===== src/include/icache_defs.svh =====
`ifndef ICACHE_DEFS_SVH
`define ICACHE_DEFS_SVH

// fetch ports, also the number of MSHR entries
`define ICACHE_PORTS 2

// direct-mapped geometry
`define ICACHE_LINES 32
`define ICACHE_INDEX_BITS 5
`define ICACHE_TAG_BITS 8
`define ICACHE_OFFSET_BITS 3

// full address word as seen by fetch and memory
`define ICACHE_ADDR_BITS 32
`define ICACHE_BLOCK_BITS 64

// memory transaction tag, zero means not accepted
`define MEM_TAG_BITS 4

`endif


===== src/logic/icache_pkg.sv =====
`default_nettype none

`include "icache_defs.svh"

package icache_pkg;

    // 16 used address bits: tag, index, offset
    typedef struct packed {
        logic [`ICACHE_ADDR_BITS-`ICACHE_TAG_BITS-`ICACHE_INDEX_BITS
               -`ICACHE_OFFSET_BITS-1:0] upper;
        logic [`ICACHE_TAG_BITS-1:0]     tag;
        logic [`ICACHE_INDEX_BITS-1:0]   index;
        logic [`ICACHE_OFFSET_BITS-1:0]  offset;
    } icache_addr_fields_t;

    // one address word, seen either raw or split into fields
    typedef union packed {
        logic [`ICACHE_ADDR_BITS-1:0] raw;
        icache_addr_fields_t          fields;
    } icache_addr_t;

    typedef logic [`ICACHE_BLOCK_BITS-1:0] mem_block_t;
    typedef logic [`MEM_TAG_BITS-1:0]      mem_tag_t;

    typedef enum logic {
        MEM_NONE = 1'b0,
        MEM_LOAD = 1'b1
    } mem_command_t;

    typedef struct packed {
        mem_block_t                  block;
        logic [`ICACHE_TAG_BITS-1:0] tag;
        logic                        valid;
    } icache_entry_t;

    // invalid must stay zero
    typedef enum logic [1:0] {
        MSHR_INVALID   = 2'd0,
        MSHR_WAIT_TAG  = 2'd1,
        MSHR_WAIT_DATA = 2'd2
    } mshr_state_t;

    typedef struct packed {
        mshr_state_t                   state;
        logic [`ICACHE_INDEX_BITS-1:0] index;
        logic [`ICACHE_TAG_BITS-1:0]   tag;
        mem_tag_t                      transaction_tag;
    } mshr_entry_t;

endpackage

`default_nettype wire


===== src/logic/icache_miss_if.sv =====
`timescale 1ns/100ps
`default_nettype none

`include "icache_defs.svh"

interface icache_miss_if;

    // one miss per fetch port, re-presented every cycle it persists
    logic [`ICACHE_PORTS-1:0]                         miss_valid;
    logic [`ICACHE_PORTS-1:0][`ICACHE_INDEX_BITS-1:0] miss_index;
    logic [`ICACHE_PORTS-1:0][`ICACHE_TAG_BITS-1:0]   miss_tag;

    // fill of one line, data comes straight from memory
    logic                          fill_ready;
    logic [`ICACHE_INDEX_BITS-1:0] fill_index;
    logic [`ICACHE_TAG_BITS-1:0]   fill_tag;

    modport lookup (
        output miss_valid,
        output miss_index,
        output miss_tag,
        input  fill_ready,
        input  fill_index,
        input  fill_tag
    );

    modport mshr (
        input  miss_valid,
        input  miss_index,
        input  miss_tag,
        output fill_ready,
        output fill_index,
        output fill_tag
    );

endinterface

`default_nettype wire


===== src/logic/icache_lookup.sv =====
`timescale 1ns/100ps
`default_nettype none

`include "icache_defs.svh"

module icache_lookup
    import icache_pkg::*;
(
    input  logic                                 clock,
    input  logic                                 reset,
    input  icache_addr_t [`ICACHE_PORTS-1:0]     fetch_addr,
    input  logic [`ICACHE_PORTS-1:0]             fetch_valid,
    input  mem_block_t                           mem_data,
    output mem_block_t [`ICACHE_PORTS-1:0]       data_out,
    output logic [`ICACHE_PORTS-1:0]            valid_out,
    icache_miss_if.lookup                        miss
);

    // direct-mapped array, one block per line
    icache_entry_t lines [`ICACHE_LINES];

    // entry read at each port's index
    icache_entry_t [`ICACHE_PORTS-1:0] port_entry;
    logic [`ICACHE_PORTS-1:0]          port_hit;

    for (genvar p = 0; p < `ICACHE_PORTS; p++) begin : g_port
        assign port_entry[p] = lines[fetch_addr[p].fields.index];

        assign port_hit[p] = fetch_valid[p]
                          && port_entry[p].valid
                          && port_entry[p].tag == fetch_addr[p].fields.tag;

        // hit path is purely combinational
        assign valid_out[p] = port_hit[p];
        assign data_out[p]  = port_hit[p] ? port_entry[p].block : '0;

        // misses go to the MSHR file every cycle until filled
        assign miss.miss_valid[p] = fetch_valid[p] && !port_hit[p];
        assign miss.miss_index[p] = fetch_addr[p].fields.index;
        assign miss.miss_tag[p]   = fetch_addr[p].fields.tag;
    end

    // fill write, the line hits from the next cycle on
    always_ff @(posedge clock) begin
        if (reset) begin
            for (int l = 0; l < `ICACHE_LINES; l++) begin
                lines[l].valid <= 1'b0;
            end
        end else if (miss.fill_ready) begin
            lines[miss.fill_index].block <= mem_data;
            lines[miss.fill_index].tag   <= miss.fill_tag;
            lines[miss.fill_index].valid <= 1'b1;
        end
    end

endmodule

`default_nettype wire


===== src/logic/icache_mshr.sv =====
`timescale 1ns/100ps
`default_nettype none

`include "icache_defs.svh"

module icache_mshr
    import icache_pkg::*;
(
    input  logic          clock,
    input  logic          reset,
    input  logic          squash,
    input  logic          dcache_request,
    input  mem_tag_t      mem_transaction_tag,
    input  mem_tag_t      mem_data_tag,
    output mem_command_t  mem_command,
    output icache_addr_t  mem_addr,
    icache_miss_if.mshr   miss
);

    mshr_entry_t [`ICACHE_PORTS-1:0] entries;
    mshr_entry_t [`ICACHE_PORTS-1:0] next_entries;

    logic [`ICACHE_PORTS-1:0] entry_free;
    logic [`ICACHE_PORTS-1:0] entry_wait_tag;
    logic [`ICACHE_PORTS-1:0] miss_dup;
    logic [`ICACHE_PORTS-1:0] miss_new;

    // grant r points at the r-th free entry
    logic [`ICACHE_PORTS-1:0][`ICACHE_PORTS-1:0] free_gnt_bus;
    logic [0:0][`ICACHE_PORTS-1:0]               issue_gnt_bus;
    logic                                        free_empty;
    logic                                        issue_empty;

    always_comb begin
        for (int e = 0; e < `ICACHE_PORTS; e++) begin
            entry_free[e]     = entries[e].state == MSHR_INVALID;
            entry_wait_tag[e] = entries[e].state == MSHR_WAIT_TAG;
        end
    end

    priority_select #(
        .WIDTH(`ICACHE_PORTS),
        .REQS (`ICACHE_PORTS)
    ) i_free_select (
        .req    (entry_free),
        .gnt_bus(free_gnt_bus),
        .empty  (free_empty)
    );

    // one load at a time, lowest waiting entry first
    priority_select #(
        .WIDTH(`ICACHE_PORTS),
        .REQS (1)
    ) i_issue_select (
        .req    (entry_wait_tag),
        .gnt_bus(issue_gnt_bus),
        .empty  (issue_empty)
    );

    // a miss is a duplicate if an entry or a lower port already has the line
    always_comb begin
        for (int p = 0; p < `ICACHE_PORTS; p++) begin
            miss_dup[p] = 1'b0;
            for (int e = 0; e < `ICACHE_PORTS; e++) begin
                if (entries[e].state != MSHR_INVALID
                 && entries[e].index == miss.miss_index[p]
                 && entries[e].tag == miss.miss_tag[p]) begin
                    miss_dup[p] = 1'b1;
                end
            end
            for (int q = 0; q < p; q++) begin
                if (miss.miss_valid[q]
                 && miss.miss_index[q] == miss.miss_index[p]
                 && miss.miss_tag[q] == miss.miss_tag[p]) begin
                    miss_dup[p] = 1'b1;
                end
            end
            miss_new[p] = miss.miss_valid[p] && !miss_dup[p];
        end
    end

    always_comb begin
        int rank;

        next_entries = entries;

        // returning data, tag zero means nothing arrives
        miss.fill_ready = 1'b0;
        miss.fill_index = '0;
        miss.fill_tag   = '0;
        for (int e = 0; e < `ICACHE_PORTS; e++) begin
            if (entries[e].state == MSHR_WAIT_DATA
             && mem_data_tag != '0
             && entries[e].transaction_tag == mem_data_tag) begin
                miss.fill_ready       = 1'b1;
                miss.fill_index       = entries[e].index;
                miss.fill_tag         = entries[e].tag;
                next_entries[e].state = MSHR_INVALID;
            end
        end

        // issue, held back while the data cache owns memory
        mem_command = MEM_NONE;
        mem_addr    = '0;
        if (!dcache_request && !issue_empty) begin
            for (int e = 0; e < `ICACHE_PORTS; e++) begin
                if (issue_gnt_bus[0][e]) begin
                    mem_command          = MEM_LOAD;
                    mem_addr.fields.tag   = entries[e].tag;
                    mem_addr.fields.index = entries[e].index;
                    // refused loads stay in WAIT_TAG and repeat
                    if (mem_transaction_tag != '0) begin
                        next_entries[e].transaction_tag = mem_transaction_tag;
                        next_entries[e].state           = MSHR_WAIT_DATA;
                    end
                end
            end
        end

        // k-th new miss takes the k-th free entry, the rest retry later
        rank = 0;
        for (int p = 0; p < `ICACHE_PORTS; p++) begin
            if (miss_new[p]) begin
                for (int e = 0; e < `ICACHE_PORTS; e++) begin
                    if (!free_empty && free_gnt_bus[rank][e]) begin
                        next_entries[e].state           = MSHR_WAIT_TAG;
                        next_entries[e].index           = miss.miss_index[p];
                        next_entries[e].tag             = miss.miss_tag[p];
                        next_entries[e].transaction_tag = '0;
                    end
                end
                rank = rank + 1;
            end
        end
    end

    // squash drops every outstanding miss, late data then matches nothing
    always_ff @(posedge clock) begin
        if (reset || squash) begin
            for (int e = 0; e < `ICACHE_PORTS; e++) begin
                entries[e].state <= MSHR_INVALID;
            end
        end else begin
            entries <= next_entries;
        end
    end

endmodule

`default_nettype wire


===== src/logic/icache_top.sv =====
`timescale 1ns/100ps
`default_nettype none

`include "icache_defs.svh"

module icache_top
    import icache_pkg::*;
(
    input  logic                              clock,
    input  logic                              reset,
    input  logic                              squash,
    input  logic                              dcache_request,

    // fetch side
    input  icache_addr_t [`ICACHE_PORTS-1:0]  fetch_addr,
    input  logic [`ICACHE_PORTS-1:0]          fetch_valid,
    output mem_block_t [`ICACHE_PORTS-1:0]    data_out,
    output logic [`ICACHE_PORTS-1:0]          valid_out,

    // memory side
    input  mem_tag_t                          mem_transaction_tag,
    input  mem_tag_t                          mem_data_tag,
    input  mem_block_t                        mem_data,
    output mem_command_t                      mem_command,
    output icache_addr_t                      mem_addr
);

    // misses forward, fills back
    icache_miss_if miss_bus ();

    icache_lookup i_lookup (
        .clock      (clock),
        .reset      (reset),
        .fetch_addr (fetch_addr),
        .fetch_valid(fetch_valid),
        .mem_data   (mem_data),
        .data_out   (data_out),
        .valid_out  (valid_out),
        .miss       (miss_bus.lookup)
    );

    icache_mshr i_mshr (
        .clock              (clock),
        .reset              (reset),
        .squash             (squash),
        .dcache_request     (dcache_request),
        .mem_transaction_tag(mem_transaction_tag),
        .mem_data_tag       (mem_data_tag),
        .mem_command        (mem_command),
        .mem_addr           (mem_addr),
        .miss               (miss_bus.mshr)
    );

endmodule

`default_nettype wire


===== src/logic/priority_select.sv =====
`timescale 1ns/100ps
`default_nettype none

module priority_select #(
    parameter int WIDTH = 4,
    parameter int REQS  = 1
) (
    input  logic [WIDTH-1:0]           req,
    output logic [REQS-1:0][WIDTH-1:0] gnt_bus,
    output logic                       empty
);

    // requests not yet handed to a lower requester
    logic [REQS:0][WIDTH-1:0] remaining;

    assign remaining[0] = req;

    for (genvar r = 0; r < REQS; r++) begin : g_req
        // isolate lowest set bit
        assign gnt_bus[r] = remaining[r] & (~remaining[r] + WIDTH'(1));
        assign remaining[r+1] = remaining[r] & ~gnt_bus[r];
    end

    assign empty = ~|req;

endmodule

`default_nettype wire


===== config.mk =====
export PLATFORM = sky130hd
export DESIGN_NAME = icache_top
export DESIGN_NICKNAME = d
export VERILOG_FILES = /design/src/logic/icache_pkg.sv /design/src/logic/icache_miss_if.sv /design/src/logic/icache_lookup.sv /design/src/logic/icache_mshr.sv /design/src/logic/icache_top.sv /design/src/logic/priority_select.sv
export VERILOG_INCLUDE_DIRS = /design/src /design/src/include
export SDC_FILE = /design/constraint.sdc
export NUM_CORES = 2
export LEC_CHECK = 0
export BUFFER_PORTS_ARGS = -buffer_cell sky130_fd_sc_hd__buf_4
export CAP_MARGIN = 10
export CELL_PAD_IN_SITES_DETAIL_PLACEMENT = 0
export CELL_PAD_IN_SITES_GLOBAL_PLACEMENT = 1
export CORE_MARGIN = 2
export CORE_UTILIZATION = 35
export DETAILED_ROUTE_END_ITERATION = 12
export PLACE_DENSITY = 0.52
export SLEW_MARGIN = 20
export SYNTH_ARGS = -nofsm -noshare
export SYNTH_HDL_FRONTEND = slang
export SYNTH_SLANG_ARGS = --single-unit

===== constraint.sdc =====
create_clock -name clock -period 17.6 [get_ports clock]
set_input_delay 2.64 -clock clock [delete_from_list [all_inputs] [get_ports clock]]
set_output_delay 2.64 -clock clock [all_outputs]
set_load 0.03 [all_outputs]

==> impl_results.md <==
- Clock Path Buffers: 4
- RSZ-0062 raised after global routing: false
- YS warnings: 0
- Cell Pwr Density: 100 nW/um^2
- Fin crit period: 11.30 ns
- Ys async rst share: 0
- Synth top area cells: edfxtp_1 (63%), mux4_2 (29%), mux2i_1 (1.2%)
- Via count: 59.3k
- IO Pins: 305
- Max-Cap Viols: 0
- First-pass GRT wire length: 512000 um
- Setup WS post-layout: 6.30 ns
- EDFF count, synth: 2338
- Post-Syn Instances: 5196
- Post-route ant nets: 0
- Final Max Slew Viols: 0
- Via density per instance: 6.03
- Detailed Place HPWL: 187000 um
- Hold buffers post-CTS: 0
- GR Overflow Total: 0
- GPL Wtd Cong: 0.752
- Area growth from synthesis to layout: 14.0%
- Sequential fraction of the synthesis area: 0.639
- Inserted Clock Buffers: 281
- Max-Slew Margin vs Limit: 0.219
- Port Buffers: 247
- Critical path class: in -> out
- Die width: 567 um
- Largest area contributor in the netlist: edfxtp_1
- Layout cells sized above 1: 0.398
- Reg2Reg Depth: 11
- Cell Area, Placed: 118000 sq um
- Initial antenna violation count: 24
- Worst hold path depth: 2
- Post-synthesis cell type count: 64
- DRC: 0
- Post-synth top area share: 0.633
- Largest fanout on the critical path: 83
- CTS tree: yes
- Drt wl/cell: 37.6 um
- Flops & latches, synth: 2374
- Clock root buffer: clkbuf_16
- Largest net degree at the start of global routing: 128
- Number of global-route vias before repair: 62.4k
- Die height: 567 um
- Worst Tran Pin Value: 1.17 ns
- VDD IR max: 0.0000729 V
- Initial DRC count: 6567
- Netlist Area Pre-Place: 111000 sq um
- Crit path capture type: output pin
- Max frequency: 88.5 MHz
- Core area: 315000 sq um
- H-tree level count: 5
- Fin Hold WS: 0.472 ns
- Final setup vio count: 0
- Total GRT Usage: 0.228
- Insertion delay to the later sink of the worst-skew pair: 0.90 ns
- Fillers: 27.9k
- Post-cts sizing count: 0
- Rows: 206
- Outcome: finished clean
- CP arrival: 8.66 ns
- Clock Pin Slew Worst Setup and Hold Paths: 0.06 ns
- CP Launch Type: primary input
- Routed WL: 369000 um
- Clock skew: 0.0384 ns
- Static Leak: 39.7 nW
- Drt first pass iters: 5
- Initial core utilization: 0.352
- Setup TNS Final: 0 ns
- Nets: 5585
- Final hold violations: 0
- Post-route cell area: 127000 sq um
- Fin crit share: 0.642
- Worst Hold Class: reg -> reg
- Ys flop type: edfxtp_1
- Setup WS pre-CTS: 5.90 ns
- Required time of the critical path: 14.96 ns
- Clk sinks: 2374
- Post-CTS setup buffer count: 0
- DIE AREA: 322000 sq um
- Syn avg cell area: 21.4 sq um
[path summary, 6_finish.rpt]
path,startpoint,endpoint,slack (ns)
worst min register to register,i_lookup.lines[22][0],i_lookup.lines[22][0],0.47
worst max-delay path,fetch_addr[35],data_out[83],6.30
worst min-delay path,i_lookup.lines[22][0],i_lookup.lines[22][0],0.47
worst max register to register,i_mshr.entries[20],i_lookup.lines[3][43],12.20
[registers in the layout, summed over array words and instances (netlist names)]
name,count
i_lookup.lines,2336
i_mshr.entries,38
[placed cells by master (no fill, tap or decap), types with 12 or more instances in the layout]
| master | n |
|---|---|
| a21oi_1 | 81 |
| xor2_1 | 52 |
| nand3_1 | 33 |
| buf_12 | 24 |
| nor2b_1 | 12 |
| nor3_1 | 12 |
| mux4_2 | 1414 |
| dfxtp_1 | 36 |
| nor2_4 | 32 |
| conb_1 | 19 |
| clkbuf_16 | 289 |
| clkbuf_1 | 70 |
| o21ai_0 | 16 |
| clkinv_2 | 43 |
| nand4_1 | 16 |
| xnor2_1 | 48 |
| buf_4 | 350 |
| mux2_2 | 24 |
| edfxtp_1 | 2338 |
| nand2_1 | 167 |
| a31oi_1 | 15 |
| bufinv_16 | 15 |
| mux2i_1 | 137 |
| a22oi_1 | 33 |
| o22ai_1 | 33 |
| clkinv_1 | 67 |
| nor2_1 | 99 |
| inv_1 | 35 |
| a311oi_1 | 15 |
[synth_stat cells, types with 4 or more instances]
cell / number
a22oi_1: 33
and2_1: 4
edfxtp_1: 2338
o21ai_0: 16
nand2b_1: 7
nand4_1: 16
nand3_1: 33
clkbuf_1: 224
nor2_1: 132
a21oi_1: 81
o22ai_1: 33
a22o_1: 14
inv_1: 37
and3_1: 5
a31oi_1: 15
buf_2: 127
or3_1: 5
nand2_1: 167
xor2_1: 52
mux2i_1: 138
nor3_1: 12
mux2_4: 6
buf_4: 29
mux2_2: 24
xnor2_1: 48
dfxtp_1: 36
mux4_2: 1414
buf_6: 9
buf_1: 52
nor2b_1: 12
a311oi_1: 15
nor4_1: 11
[cell families after synthesis]
kind of cell    after synthesis  synth area share
mux                        1584             0.303
flops                      2374             0.639
xor+xnor                    100           0.00789
simple gates                415            0.0163
buf+inv                     482            0.0193
compound gates              240            0.0144
other cells                   1         0.0000338
[area by class of cell]
cell class	instances	area (sq um)	share of cell area
Sequential cell	2374	70900	0.560
Multi-Input combinational cell	2358	38200	0.302
Clock buffer	359	7490	0.0592
Tap cell	4160	5200	0.0411
Timing Repair Buffer	387	3310	0.0261
Clock inverter	146	1200	0.00949
Inverter	41	166	0.00131
Antenna cell	5	12.5	0.0000989
[per-stage QoR]
step,cells,total power [mW],utilization
after CTS,9823,12.9,0.401
after global placement,9316,7.22,0.373
after floorplan,5214,6.91,-
after global routing,9827,13.1,0.401
after detailed placement,9318,7.22,0.374
final,9830,12.7,0.401
[critical path, stage by stage]
cell	delay [ns]
buf_8	0.44
buf_12	0.67
buf_4	0.90
mux4_2	0.63
mux4_2	0.47
mux2i_1	0.34
xor2_1	0.18
nand4_1	0.19
or2_4	0.49
buf_4	0.44
a21oi_1	0.76
buf_4	0.29
[metal layers]
layer | track usage | up-vias | part of all wire
met5 | 0 | - | 0.00011
met1 | 0.322 | 33400 | 0.43
li1 | - | 23300 | -
met4 | 0.0497 | 8 | 0.021
met3 | 0.0339 | 457 | 0.058
met2 | 0.374 | 2201 | 0.49
[where the power goes]
part / switching (mW) / internal, mW
Sequential: 0.00970 / 6.20
Clock: 2.38 / 3.24
Combinational: 0.490 / 0.383
Total: 2.88 / 9.83
Note: power is estimated with default switching activity, not from simulation.
